--- config.mk ---
export PLATFORM = sky130hd
export DESIGN_NAME = axi_wr_mux
export DESIGN_NICKNAME = d
export VERILOG_FILES = /design/src/rtl/axi_mux_pkg.sv /design/src/rtl/axi_wr_mux.sv /design/src/rtl/mux_aw_arbiter.sv /design/src/rtl/mux_b_route.sv /design/src/rtl/mux_w_route.sv
export VERILOG_INCLUDE_DIRS = /design/src /design/src/rtl
export SDC_FILE = /design/constraint.sdc
export NUM_CORES = 1
export LEC_CHECK = 0
export ABC_CLOCK_PERIOD_IN_PS = 3700
export BUFFER_PORTS_ARGS = -buffer_cell sky130_fd_sc_hd__buf_2
export CAP_MARGIN = 20
export CORE_AREA = 5 5 103 105
export CTS_BUF_LIST = sky130_fd_sc_hd__clkbuf_8
export CTS_CLUSTER_DIAMETER = 40
export CTS_CLUSTER_SIZE = 14
export DETAILED_ROUTE_END_ITERATION = 6
export DIE_AREA = 0 0 108 110
export PLACE_DENSITY = 0.74
export SYNTH_ARGS = -nofsm -noshare
export SYNTH_HDL_FRONTEND = slang
export SYNTH_SLANG_ARGS = --single-unit
--- constraint.sdc ---
create_clock -name clk_i -period 3.7 [get_ports clk_i]
set_clock_uncertainty 0.05 [all_clocks]
set_input_delay 0.74 -clock clk_i [delete_from_list [all_inputs] [get_ports clk_i]]
set_output_delay 0.74 -clock clk_i [all_outputs]
set_load 0.02 [all_outputs]
--- src/rtl/axi_mux_defines.svh ---
// --------------------
// Build-time sizes of the AXI write multiplexer
// Included by the package and by each RTL file that sizes port arrays
// --------------------
`ifndef AXI_MUX_DEFINES_SVH
`define AXI_MUX_DEFINES_SVH

// Upstream port count and the index bits that select one port
`define AXI_MUX_NUM_PORTS   4
`define AXI_MUX_PORT_IDX_W  2

// Upstream ID width
`define AXI_MUX_SLV_ID_W    2
// Downstream ID carries the port index above the upstream ID
`define AXI_MUX_MST_ID_W    (`AXI_MUX_SLV_ID_W + `AXI_MUX_PORT_IDX_W)

// Payload widths
`define AXI_MUX_ADDR_W      16
`define AXI_MUX_DATA_W      16
`define AXI_MUX_LEN_W       8

// Open write bursts the W route can track
`define AXI_MUX_MAX_W_TRANS 4

`endif

--- src/rtl/axi_mux_pkg.sv ---
// --------------------
// Shared types of the AXI write multiplexer
// Modules import it in their body and use scoped names in port lists
// --------------------
`include "axi_mux_defines.svh"

package axi_mux_pkg;

  // --------------------
  // Channel fields
  // --------------------
  typedef logic [`AXI_MUX_SLV_ID_W-1:0]   slv_id_t;
  // Upper bits hold the upstream port index
  typedef logic [`AXI_MUX_MST_ID_W-1:0]   mst_id_t;
  typedef logic [`AXI_MUX_ADDR_W-1:0]     addr_t;
  typedef logic [`AXI_MUX_DATA_W-1:0]     data_t;
  // Beats minus one
  typedef logic [`AXI_MUX_LEN_W-1:0]      len_t;
  typedef logic [1:0]                     resp_t;

  // --------------------
  // Port selection
  // --------------------
  typedef logic [`AXI_MUX_PORT_IDX_W-1:0] port_idx_t;
  // One bit per upstream port
  typedef logic [`AXI_MUX_NUM_PORTS-1:0]  port_mask_t;

  // AW issue state of the W route
  typedef enum logic {
    AW_FREE   = 1'b0,
    AW_LOCKED = 1'b1
  } aw_lock_e;

endpackage

--- src/rtl/axi_wr_mux.sv ---
// --------------------
// Four-port AXI4 write path multiplexer
// Upstream masters connect on the slv_ ports, the shared slave on mst_
// --------------------
`timescale 1ns/1ns
`include "axi_mux_defines.svh"

module axi_wr_mux (
  input  logic                                          clk_i,
  input  logic                                          reset_i,
  // Upstream AW
  input  axi_mux_pkg::port_mask_t                       slv_aw_valid_i,
  output axi_mux_pkg::port_mask_t                       slv_aw_ready_o,
  input  axi_mux_pkg::slv_id_t [`AXI_MUX_NUM_PORTS-1:0] slv_aw_id_i,
  input  axi_mux_pkg::addr_t   [`AXI_MUX_NUM_PORTS-1:0] slv_aw_addr_i,
  input  axi_mux_pkg::len_t    [`AXI_MUX_NUM_PORTS-1:0] slv_aw_len_i,
  // Upstream W
  input  axi_mux_pkg::port_mask_t                       slv_w_valid_i,
  output axi_mux_pkg::port_mask_t                       slv_w_ready_o,
  input  axi_mux_pkg::data_t   [`AXI_MUX_NUM_PORTS-1:0] slv_w_data_i,
  input  axi_mux_pkg::port_mask_t                       slv_w_last_i,
  // Upstream B
  output axi_mux_pkg::port_mask_t                       slv_b_valid_o,
  input  axi_mux_pkg::port_mask_t                       slv_b_ready_i,
  output axi_mux_pkg::slv_id_t [`AXI_MUX_NUM_PORTS-1:0] slv_b_id_o,
  output axi_mux_pkg::resp_t   [`AXI_MUX_NUM_PORTS-1:0] slv_b_resp_o,
  // Downstream AW
  output logic                                          mst_aw_valid_o,
  input  logic                                          mst_aw_ready_i,
  output axi_mux_pkg::mst_id_t                          mst_aw_id_o,
  output axi_mux_pkg::addr_t                            mst_aw_addr_o,
  output axi_mux_pkg::len_t                             mst_aw_len_o,
  // Downstream W
  output logic                                          mst_w_valid_o,
  input  logic                                          mst_w_ready_i,
  output axi_mux_pkg::data_t                            mst_w_data_o,
  output logic                                          mst_w_last_o,
  // Downstream B
  input  logic                                          mst_b_valid_i,
  output logic                                          mst_b_ready_o,
  input  axi_mux_pkg::mst_id_t                          mst_b_id_i,
  input  axi_mux_pkg::resp_t                            mst_b_resp_i
);
  import axi_mux_pkg::*;

  // Arbitrated AW, ID already prepended
  logic    arb_valid;
  logic    arb_ready;
  mst_id_t arb_id;
  addr_t   arb_addr;
  len_t    arb_len;

  mux_aw_arbiter u_aw_arbiter (
    .clk_i          (clk_i),
    .reset_i        (reset_i),
    .slv_aw_valid_i (slv_aw_valid_i),
    .slv_aw_id_i    (slv_aw_id_i),
    .slv_aw_addr_i  (slv_aw_addr_i),
    .slv_aw_len_i   (slv_aw_len_i),
    .arb_ready_i    (arb_ready),
    .slv_aw_ready_o (slv_aw_ready_o),
    .arb_valid_o    (arb_valid),
    .arb_id_o       (arb_id),
    .arb_addr_o     (arb_addr),
    .arb_len_o      (arb_len)
  );

  mux_w_route u_w_route (
    .clk_i          (clk_i),
    .reset_i        (reset_i),
    .arb_valid_i    (arb_valid),
    .arb_id_i       (arb_id),
    .arb_addr_i     (arb_addr),
    .arb_len_i      (arb_len),
    .mst_aw_ready_i (mst_aw_ready_i),
    .slv_w_valid_i  (slv_w_valid_i),
    .slv_w_data_i   (slv_w_data_i),
    .slv_w_last_i   (slv_w_last_i),
    .mst_w_ready_i  (mst_w_ready_i),
    .arb_ready_o    (arb_ready),
    .mst_aw_valid_o (mst_aw_valid_o),
    .mst_aw_id_o    (mst_aw_id_o),
    .mst_aw_addr_o  (mst_aw_addr_o),
    .mst_aw_len_o   (mst_aw_len_o),
    .slv_w_ready_o  (slv_w_ready_o),
    .mst_w_valid_o  (mst_w_valid_o),
    .mst_w_data_o   (mst_w_data_o),
    .mst_w_last_o   (mst_w_last_o)
  );

  mux_b_route u_b_route (
    .clk_i         (clk_i),
    .reset_i       (reset_i),
    .mst_b_valid_i (mst_b_valid_i),
    .mst_b_id_i    (mst_b_id_i),
    .mst_b_resp_i  (mst_b_resp_i),
    .slv_b_ready_i (slv_b_ready_i),
    .mst_b_ready_o (mst_b_ready_o),
    .slv_b_valid_o (slv_b_valid_o),
    .slv_b_id_o    (slv_b_id_o),
    .slv_b_resp_o  (slv_b_resp_o)
  );

endmodule

--- src/rtl/mux_aw_arbiter.sv ---
// --------------------
// Round-robin arbiter for the AW channels of all upstream ports
// Holds the grant until accepted and prepends the port index to the ID
// --------------------
`timescale 1ns/1ns
`include "axi_mux_defines.svh"

module mux_aw_arbiter (
  input  logic                                          clk_i,
  input  logic                                          reset_i,
  input  axi_mux_pkg::port_mask_t                       slv_aw_valid_i,
  input  axi_mux_pkg::slv_id_t [`AXI_MUX_NUM_PORTS-1:0] slv_aw_id_i,
  input  axi_mux_pkg::addr_t   [`AXI_MUX_NUM_PORTS-1:0] slv_aw_addr_i,
  input  axi_mux_pkg::len_t    [`AXI_MUX_NUM_PORTS-1:0] slv_aw_len_i,
  input  logic                                          arb_ready_i,
  output axi_mux_pkg::port_mask_t                       slv_aw_ready_o,
  output logic                                          arb_valid_o,
  output axi_mux_pkg::mst_id_t                          arb_id_o,
  output axi_mux_pkg::addr_t                            arb_addr_o,
  output axi_mux_pkg::len_t                             arb_len_o
);
  import axi_mux_pkg::*;

  localparam int unsigned NUM_PORTS = `AXI_MUX_NUM_PORTS;

  // Port with highest priority in the next free arbitration
  port_idx_t rr_q;
  // Grant held while the offered AW waits
  logic      lock_q;
  port_idx_t lock_idx_q;

  port_idx_t rr_idx;
  logic      rr_found;
  port_idx_t sel;
  logic      arb_hs;

  // --------------------
  // Priority search
  // --------------------
  // First requesting port at or after the pointer, wrapping around
  always_comb begin
    rr_idx   = rr_q;
    rr_found = 1'b0;
    for (int i = 0; i < NUM_PORTS; i++) begin
      if (!rr_found && slv_aw_valid_i[port_idx_t'(rr_q + i)]) begin
        rr_idx   = port_idx_t'(rr_q + i);
        rr_found = 1'b1;
      end
    end
  end

  assign sel         = lock_q ? lock_idx_q : rr_idx;
  // Upstream valid stays high until accepted, so the locked port is still valid
  assign arb_valid_o = slv_aw_valid_i[sel];
  assign arb_hs      = arb_valid_o & arb_ready_i;

  // ID prepend and payload select
  assign arb_id_o   = {sel, slv_aw_id_i[sel]};
  assign arb_addr_o = slv_aw_addr_i[sel];
  assign arb_len_o  = slv_aw_len_i[sel];

  // Only the granted port sees the handshake
  always_comb begin
    slv_aw_ready_o      = '0;
    slv_aw_ready_o[sel] = arb_hs;
  end

  // --------------------
  // Pointer and lock-in
  // --------------------
  always_ff @(posedge clk_i) begin
    if (reset_i) begin
      rr_q       <= '0;
      lock_q     <= 1'b0;
      lock_idx_q <= '0;
    end else begin
      if (arb_hs) begin
        // Move past the winner only once it is accepted
        rr_q   <= port_idx_t'(sel + 1'b1);
        lock_q <= 1'b0;
      end else if (arb_valid_o) begin
        lock_q     <= 1'b1;
        lock_idx_q <= sel;
      end
    end
  end

endmodule

--- src/rtl/mux_b_route.sv ---
// --------------------
// B response return path
// A two-entry spill register decouples the downstream B, and the upper
// ID bits pick the upstream port that gets the response
// --------------------
`timescale 1ns/1ns
`include "axi_mux_defines.svh"

module mux_b_route (
  input  logic                                          clk_i,
  input  logic                                          reset_i,
  input  logic                                          mst_b_valid_i,
  input  axi_mux_pkg::mst_id_t                          mst_b_id_i,
  input  axi_mux_pkg::resp_t                            mst_b_resp_i,
  input  axi_mux_pkg::port_mask_t                       slv_b_ready_i,
  output logic                                          mst_b_ready_o,
  output axi_mux_pkg::port_mask_t                       slv_b_valid_o,
  output axi_mux_pkg::slv_id_t [`AXI_MUX_NUM_PORTS-1:0] slv_b_id_o,
  output axi_mux_pkg::resp_t   [`AXI_MUX_NUM_PORTS-1:0] slv_b_resp_o
);
  import axi_mux_pkg::*;

  // Entry A takes new responses, entry B keeps one stalled behind it
  logic    a_full_q, b_full_q;
  mst_id_t a_id_q, b_id_q;
  resp_t   a_resp_q, b_resp_q;
  logic    a_fill, a_drain, b_fill, b_drain;
  logic    a_full_d, b_full_d;
  // Registered ready, low through reset and one cycle after
  logic    b_ready_q;

  logic      out_valid, out_ready;
  mst_id_t   out_id;
  resp_t     out_resp;
  port_idx_t out_port;

  assign mst_b_ready_o = b_ready_q;
  assign a_fill   = mst_b_valid_i && mst_b_ready_o;
  assign a_drain  = a_full_q && !b_full_q;
  assign b_fill   = a_drain && !out_ready;
  assign b_drain  = b_full_q && out_ready;
  assign a_full_d = a_fill ? 1'b1 : (a_drain ? 1'b0 : a_full_q);
  assign b_full_d = b_fill ? 1'b1 : (b_drain ? 1'b0 : b_full_q);

  // B holds the older entry whenever it is full
  assign out_valid = a_full_q || b_full_q;
  assign out_id    = b_full_q ? b_id_q : a_id_q;
  assign out_resp  = b_full_q ? b_resp_q : a_resp_q;

  // --------------------
  // Upstream steering
  // --------------------
  assign out_port  = out_id[`AXI_MUX_MST_ID_W-1 -: `AXI_MUX_PORT_IDX_W];
  assign out_ready = slv_b_ready_i[out_port];

  always_comb begin
    slv_b_valid_o = '0;
    if (out_valid) begin
      slv_b_valid_o[out_port] = 1'b1;
    end
  end

  // Port bits stripped, id and resp seen by all ports
  assign slv_b_id_o   = {`AXI_MUX_NUM_PORTS{out_id[`AXI_MUX_SLV_ID_W-1:0]}};
  assign slv_b_resp_o = {`AXI_MUX_NUM_PORTS{out_resp}};

  always_ff @(posedge clk_i) begin
    if (reset_i) begin
      a_full_q  <= 1'b0;
      b_full_q  <= 1'b0;
      b_ready_q <= 1'b0;
    end else begin
      a_full_q  <= a_full_d;
      b_full_q  <= b_full_d;
      b_ready_q <= !(a_full_d && b_full_d);
    end
  end

  always_ff @(posedge clk_i) begin
    if (a_fill) begin
      a_id_q   <= mst_b_id_i;
      a_resp_q <= mst_b_resp_i;
    end
    if (b_fill) begin
      b_id_q   <= a_id_q;
      b_resp_q <= a_resp_q;
    end
  end

endmodule

--- src/rtl/mux_w_route.sv ---
// --------------------
// AW issue control and W beat steering
// Each offered AW pushes its port index into a route FIFO once, and W beats
// are taken from the port at the FIFO head until its last beat
// --------------------
`timescale 1ns/1ns
`include "axi_mux_defines.svh"

module mux_w_route (
  input  logic                                          clk_i,
  input  logic                                          reset_i,
  input  logic                                          arb_valid_i,
  input  axi_mux_pkg::mst_id_t                          arb_id_i,
  input  axi_mux_pkg::addr_t                            arb_addr_i,
  input  axi_mux_pkg::len_t                             arb_len_i,
  input  logic                                          mst_aw_ready_i,
  input  axi_mux_pkg::port_mask_t                       slv_w_valid_i,
  input  axi_mux_pkg::data_t   [`AXI_MUX_NUM_PORTS-1:0] slv_w_data_i,
  input  axi_mux_pkg::port_mask_t                       slv_w_last_i,
  input  logic                                          mst_w_ready_i,
  output logic                                          arb_ready_o,
  output logic                                          mst_aw_valid_o,
  output axi_mux_pkg::mst_id_t                          mst_aw_id_o,
  output axi_mux_pkg::addr_t                            mst_aw_addr_o,
  output axi_mux_pkg::len_t                             mst_aw_len_o,
  output axi_mux_pkg::port_mask_t                       slv_w_ready_o,
  output logic                                          mst_w_valid_o,
  output axi_mux_pkg::data_t                            mst_w_data_o,
  output logic                                          mst_w_last_o
);
  import axi_mux_pkg::*;

  localparam int unsigned DEPTH = `AXI_MUX_MAX_W_TRANS;
  localparam int unsigned PTR_W = (DEPTH > 1) ? $clog2(DEPTH) : 1;
  localparam int unsigned CNT_W = $clog2(DEPTH + 1);

  aw_lock_e lock_q, lock_d;

  // Route FIFO of port indices, one entry per open burst
  port_idx_t          fifo_mem [DEPTH];
  logic [PTR_W-1:0]   wr_ptr_q, rd_ptr_q;
  logic [CNT_W-1:0]   count_q;
  logic               fifo_full, fifo_empty;
  logic               fifo_push, fifo_pop;
  port_idx_t          push_idx, head_idx;

  assign fifo_full  = (count_q == CNT_W'(DEPTH));
  assign fifo_empty = (count_q == '0);
  assign push_idx   = arb_id_i[`AXI_MUX_MST_ID_W-1 -: `AXI_MUX_PORT_IDX_W];
  assign head_idx   = fifo_mem[rd_ptr_q];

  // --------------------
  // AW issue
  // --------------------
  assign mst_aw_id_o   = arb_id_i;
  assign mst_aw_addr_o = arb_addr_i;
  assign mst_aw_len_o  = arb_len_i;

  always_comb begin
    lock_d         = lock_q;
    fifo_push      = 1'b0;
    mst_aw_valid_o = 1'b0;
    arb_ready_o    = 1'b0;
    case (lock_q)
      AW_LOCKED: begin
        // Index already pushed, just hold valid until accepted
        mst_aw_valid_o = 1'b1;
        if (mst_aw_ready_i) begin
          arb_ready_o = 1'b1;
          lock_d      = AW_FREE;
        end
      end
      default: begin
        if (arb_valid_i && !fifo_full) begin
          mst_aw_valid_o = 1'b1;
          fifo_push      = 1'b1;
          if (mst_aw_ready_i) begin
            arb_ready_o = 1'b1;
          end else begin
            lock_d = AW_LOCKED;
          end
        end
      end
    endcase
  end

  // --------------------
  // W steering
  // --------------------
  assign mst_w_data_o  = slv_w_data_i[head_idx];
  assign mst_w_last_o  = slv_w_last_i[head_idx];
  assign mst_w_valid_o = !fifo_empty && slv_w_valid_i[head_idx];
  assign fifo_pop      = mst_w_valid_o && mst_w_ready_i && mst_w_last_o;

  // Ports not at the head wait with ready low
  always_comb begin
    slv_w_ready_o = '0;
    if (!fifo_empty) begin
      slv_w_ready_o[head_idx] = mst_w_ready_i;
    end
  end

  // --------------------
  // State and FIFO
  // --------------------
  always_ff @(posedge clk_i) begin
    if (reset_i) begin
      lock_q   <= AW_FREE;
      wr_ptr_q <= '0;
      rd_ptr_q <= '0;
      count_q  <= '0;
    end else begin
      lock_q <= lock_d;
      if (fifo_push) begin
        wr_ptr_q <= (wr_ptr_q == PTR_W'(DEPTH - 1)) ? '0 : wr_ptr_q + 1'b1;
      end
      if (fifo_pop) begin
        rd_ptr_q <= (rd_ptr_q == PTR_W'(DEPTH - 1)) ? '0 : rd_ptr_q + 1'b1;
      end
      case ({fifo_push, fifo_pop})
        2'b10:   count_q <= count_q + 1'b1;
        2'b01:   count_q <= count_q - 1'b1;
        default: count_q <= count_q;
      endcase
    end
  end

  always_ff @(posedge clk_i) begin
    if (fifo_push) begin
      fifo_mem[wr_ptr_q] <= push_idx;
    end
  end

endmodule

==> results_dict.tcl, run 1 <==
set metrics [dict create \
    worst_slew_pin_slew_ns 0.8447 \
    synth.cell_area_um2 3358 \
    critical_path.startpoint_type "primary input" \
    drc 0 \
    viasPerCell 5.009 \
    p_per_area_nw_per_um2 662.3 \
    grt_pass1_wl_mm 17.37 \
    final_cell_area_um2 4882 \
    clk_latency_ns 0.28 \
    cts.clk_slew.worst_paths_ns 0.07 \
    post-dp-hpwl_mm 10.08 \
    ant_nets 0 \
    synth_seq_cells 38 \
    post_synth.cell_area_avg_um2 8.502 \
    dieHeight_um 110 \
    synth_edf_count 20 \
    yosys_warnings 0 \
    synth_top_family_by_area "simple AND/OR/NAND/NOR gates" \
    core_um2 9549 \
    multi_input_area_um2 2136 \
    antenna_found_initial 1 \
    async_flop_share_pct 0 \
    syn_to_final_growth_pct 45.38 \
    num-fill-cells 920 \
    min_period_over_period_pct 95.22 \
    yosysMostFrequentCell "nand2_1" \
    nets 849 \
    grt_pass1_vias 3776 \
    power_mw 3.234 \
    synthTopCellsByCount "nand2_1 (117), a31oi_1 (28), and3_1 (26), edfxtp_1 (20)" \
    dp.cells 769 \
    drive_gt1_share_pct 50.00 \
    cts_tree "done" \
    finalHoldViolCount 0 \
    worstSetupPathType "primary input to primary output" \
    routed_wl_mm 12.02 \
    synth_simple_gate_area_share_pct 26.27 \
    clockBufferDepth 2 \
    synth_ff_type "edfxtp_1" \
    first_iter_violations 192 \
    synth_compound_area_share_pct 13.04 \
    min_path_type "register to register" \
    path_max_fanout 7 \
    min_period_ns 3.523 \
    wl_per_cell_um 15.42 \
    globalRouteOverflowTotal 0 \
    synth_top_area_cell "edfxtp_1" \
    vias 3902 \
    postPlaceCellArea_um2 4731 \
    dieArea_um2 11880 \
    ir_drop_mv 0.2992 \
    gr-usage-all-layers_pct 18.18 \
    cts-htree-levels 2 \
    max_freq_mhz 283.8 \
    post_synth_xor_area_fraction_pct 0.5216 \
    synth_top_area_share_pct 17.88 \
    syn_nets 601 \
    seq_area_um2 960.9 \
    port-buffer-count 270 \
    synth_cell_type_count 48 \
    synth_fa_ha_area_share_pct 4.620 \
    syn_inst 395 \
    static-leakage-power_nw 2.502 \
    finalNonFillerCells 779 \
    ioPinCount 271 \
    critPathCaptureType "primary output" \
    status "complete, no violations" \
    std_cell_rows 36 \
    rsz0062_at_grt "false" \
    place_congestion 0.9096 \
    synth_area_leaders "edfxtp_1 (18%), nand2_1 (13%), mux4_2 (13%), dfxtp_1 (11%), a31oi_1 (5.2%)" \
    arrival_ns 2.73 \
    tns_ns 0 \
    clock-sinks 38 \
    slew_viol_final 0 \
    cts_hold_buf 0 \
    die_w_um 108 \
    synthMuxAreaShare_pct 19.15 \
    finalSetupViolCount 0 \
    maxCapViolCount 0 \
    required_ns 2.91 \
    seq_area_frac_synth_pct 28.61 \
    grt_max_degree 56 \
    clockRootBuffer "clkbuf_8" \
    first_pass_iters 4 \
    max_slew_margin_pct 43.57 \
    start_util_pct 35.17 \
    cts-buffers-inserted 5 \
]
## layer usage
layer	global-route usage [%]	share of wire [%]	vias to the layer above
met5	0	0	-
met4	6.763	2.5	0
met3	3.902	9.0	24
met2	36.50	54	197
met1	18.16	35	1794
li1	-	-	1887
## worst paths after layout
path,slack (ns),endpoint,depth (start not counted),startpoint
setup / recovery,0.18,slv_aw_ready_o[1],8,slv_aw_valid_i[2]
hold / removal,0.40,u_b_route.b_id_q[0],0,u_b_route.a_id_q[0]
setup reg to reg,0.51,u_w_route.count_q[2],9,register
hold reg to reg,0.40,u_b_route.b_id_q[0],0,u_b_route.a_id_q[0]
## power by group
part | leakage (nW) | switching [mW] | total (mW) | internal (mW)
combinational | 2.10 | 1.30 | 2.20 | 0.901
clock | 0.0714 | 0.139 | 0.426 | 0.287
sequential | 0.333 | 0.0761 | 0.609 | 0.533
## timing repair
| item | in CTS | in global routing |
|---|---|---|
| setup endpoints to repair | 0 | 4 |
| setup buffers | 0 | 0 |
| resized for setup | 0 | 1 |
## stage by stage
step	setup WS (ns)	utilization (%)	hold WS, ns
floorplan	0.5220	-	0.3722
CTS	0.1163	51.04	0.4011
detailed placement	0.1388	49.54	0.3878
global route	0.05222	51.10	0.4223
finish	0.1768	51.13	0.4038
global placement	0.2328	49.54	0.3802
## critical path, cell delays in order
cell,delay (ns)
buf_2,0.13
nor2b_1,0.16
o21a_1,0.22
o41ai_4,0.35
mux2i_1,0.47
o22ai_2,0.27
and2_1,0.23
buf_2,0.15
## state kept, by name, indices dropped and copies added (netlist names), 2 cells and up, named ones only
name,count
u_w_route.fifo_mem,8
u_b_route.a_id_q,4
u_b_route.b_id_q,4
u_w_route.count_q,3
u_aw_arbiter.lock_idx_q,2
u_aw_arbiter.rr_q,2
u_b_route.a_resp_q,2
u_b_route.b_resp_q,2
u_w_route.rd_ptr_q,2
u_w_route.wr_ptr_q,2
## layout by cell type, fill, tap and decap left out, drive strengths merged, types with 6 or more instances in the layout
cell,count
a21oi,9
a31oi,28
and2,9
and3,26
buf,277
clkbuf,6
dfxtp,18
edfxtp,20
ha,10
inv,13
mux2,9
mux2i,11
mux4,19
nand2,117
nor2,19
o21ai,8
## cells by family (layout without fill, tap and decap cells)
family          after synthesis  count (layout)
simple gates                194             194
compound gates               61              61
buf+inv                      49             298
mux                          39              39
flops                        38              38
fa+ha+maj                    12              12
xor+xnor                      2               2
other cells                   0               2
## area by class of cell
class / instances / area share [%]
flip-flops and latches: 38 / 19.68
diodes: 2 / 0.1025
clock buffers: 6 / 1.691
clock inverters: 2 / 1.230
well taps: 133 / 3.409
multi-input cells: 308 / 43.75
inverters: 13 / 1.051
repair buffers: 277 / 29.09
Note: power is estimated with default switching activity, not from simulation.
==> inputs of run 2 (changes only) <==
Settings changed: CORE_AREA 5 5 103 105 to 5 5 101 103, DIE_AREA 0 0 108 110 to 0 0 106 108, PLACE_DENSITY 0.74 to 0.79, SYNTH_HIERARCHICAL from default to 1.
==> run 2 against run 1 <==
Against the previous run: synthesized cell count is 8.9% higher; sequential power is 1% higher; register-to-register slack better by 0.03 ns; fmax is 0.72% lower; sequential cell count stayed put; cell area is 0.38% higher; worst hold slack better by 0.011 ns; core utilization is 2.7 points higher; critical endpoint is now mst_aw_addr_o[1].
==> results_dict.tcl, run 2 <==
set metrics [dict create \
    max_freq_mhz 281.8 \
    antenna_found_initial 1 \
    cts-htree-levels 2 \
    ant_nets 0 \
    clock-sinks 38 \
    layout_setup_ws_ns 0.1513 \
    p_per_area_nw_per_um2 784.6 \
    first_iter_violations 172 \
    ioPinCount 271 \
    tns_ns 0 \
    cts_resized 0 \
    place_congestion 0.8337 \
    dieArea_um2 11450 \
    path_max_fanout 26 \
    required_ns 2.91 \
    static-leakage-power_nw 2.542 \
    slew_viol_final 0 \
    synth_top_area_share_pct 16.88 \
    min_period_ns 3.549 \
    synth_seq_cells 38 \
    rsz0062_at_grt "false" \
    syn_inst 430 \
    post_cts.repair.setup_buffers 0 \
    arrival_ns 2.76 \
    r2r_cells 10 \
    critPathCaptureType "primary output" \
    syn_to_final_growth_pct 37.78 \
    synth.cell_area_um2 3557 \
    top_regs "u_w_route/fifo_mem x8, u_b_route/a_id_q x4, u_b_route/b_id_q x4" \
    start_util_pct 39.05 \
    yosysMostFrequentCell "nand2_1" \
    ir_drop_mv 0.4074 \
    synth_top_area_cell "edfxtp_1" \
    synth_cell_type_count 47 \
    cts_tree "done" \
    post_synth_xor_area_fraction_pct 0.7387 \
    clk_latency_ns 0.28 \
    drc 0 \
    std_cell_rows 35 \
    first_pass_iters 4 \
    cts.clk_slew.worst_paths_ns 0.07 \
    num-fill-cells 837 \
    critical_path.startpoint_type "primary input" \
    core_um2 9109 \
    post-dp-hpwl_mm 10.38 \
    finalSetupViolCount 0 \
    gr-usage-all-layers_pct 19.58 \
    max_slew_margin_pct 39.35 \
    clockBufferDepth 2 \
    synthTopCellsByCount "nand2_1 (119), buf_4 (43), and3_1 (28), a31oi_1 (26), nor2_1 (25)" \
    top_register "u_w_route/fifo_mem" \
    synth_edf_count 20 \
    cts-buffers-inserted 5 \
    worstSetupPathType "primary input to primary output" \
    synth_top_family_by_area "simple AND/OR/NAND/NOR gates" \
    syn_nets 632 \
    layout_common_cells "buf_2 (270), nand2_1 (119), and3_1 (28)" \
    synth_simple_gate_area_share_pct 25.18 \
    layout_commonest_cell "buf_2" \
    seq_area_frac_synth_pct 27.01 \
    drive_gt1_share_pct 50.30 \
    min_period_over_period_pct 95.91 \
    nets 859 \
    grt_max_degree 56 \
    synth_ff_type "edfxtp_1" \
    grt_pass1_vias 3965 \
    holdPathStages 0 \
    min_path_type "register to register" \
    timing.hold.ws_ns 0.4148 \
    port-buffer-count 270 \
    grt_pass1_wl_mm 18.17 \
    synth_compound_area_share_pct 12.21 \
    worst_slew_pin_slew_ns 0.9078 \
    post_synth.cell_area_avg_um2 8.272 \
    wl_per_cell_um 15.92 \
    maxCapViolCount 0 \
    globalRouteOverflowTotal 0 \
    largest_reg_flops 8 \
    cts_hold_buf 0 \
    die_w_um 106 \
    viasPerCell 5.126 \
    synth_fa_ha_area_share_pct 2.673 \
    dieHeight_um 108 \
    routed_wl_mm 12.26 \
    dpl_worst_slack_ns 0.06667 \
    finalHoldViolCount 0 \
    synth_area_leaders "edfxtp_1 (17%), nand2_1 (13%), mux4_2 (11%), dfxtp_1 (10%), buf_4 (9.1%)" \
    clockRootBuffer "clkbuf_8" \
    synthMuxAreaShare_pct 17.83 \
    status "complete, no violations" \
    yosys_warnings 6 \
    async_flop_share_pct 0 \
    vias 3947 \
]
[run 2: cell type report]
cell class	instances	area [um^2]	share of cell area (%)
diodes	1	2.502	0.05106
clock buffers	5	68.82	1.404
clock inverters	3	68.82	1.404
inverters	17	65.06	1.328
multi-input cells	310	2107	42.99
flip-flops and latches	38	960.9	19.61
well taps	111	138.9	2.834
repair buffers	285	1489	30.38
[run 2: cell families (layout without fill, tap and decap cells)]
logic type / after synthesis / after routing
AO/OA/AOI/OAI: 62 / 62
XOR/XNOR: 3 / 3
adder cells (fa/ha/maj): 7 / 7
buffers and inverters: 82 / 310
flip-flops: 38 / 38
multiplexers: 37 / 37
other: 0 / 1
AND/OR/NAND/NOR: 201 / 201
[run 2: where the power goes]
group	internal (mW)	total [mW]	switching [mW]
logic	1.14	2.81	1.67
registers	0.543	0.618	0.0742
clock network	0.270	0.414	0.144
total	1.95	3.85	1.89
[run 2: critical path: stages]
cell,delay [ns]
buf_2,0.12
nor2b_1,0.13
a211o_1,0.31
a211oi_2,0.24
buf_4,0.18
nor2_4,0.05
clkinv_2,0.19
buf_12,0.20
nand2_1,0.07
and3_1,0.19
a31oi_1,0.14
buf_2,0.19
[run 2: stage by stage]
step	instances	power (mW)	area (um^2)	util, %
2_1_floorplan	430	2.907	3557	-
3_5_place_dp	761	3.438	4753	52.18
5_1_grt	770	4.104	4901	53.80
3_3_place_gp	761	3.386	4753	52.18
6_report	770	3.845	4901	53.80
4_1_cts	769	3.866	4891	53.70
[run 2: path summary, 6_finish.rpt]
check	startpoint	end	slack (ns)
min reg2reg	u_b_route/a_resp_q[1]	u_b_route/b_resp_q[1]	0.41
min	u_b_route/a_resp_q[1]	u_b_route/b_resp_q[1]	0.41
max reg2reg	register	u_w_route/count_q[2]	0.54
max	slv_aw_valid_i[0]	mst_aw_addr_o[1]	0.15
[run 2: routing by layer]
layer / vias to the layer above / routed length (um) / global-route usage (%)
li1: 1919 / - / -
met1: 1800 / 4238 / 19.03
met2: 206 / 6790 / 40.39
met3: 22 / 934 / 3.881
met4: 0 / 296 / 7.031
met5: - / 0 / 0
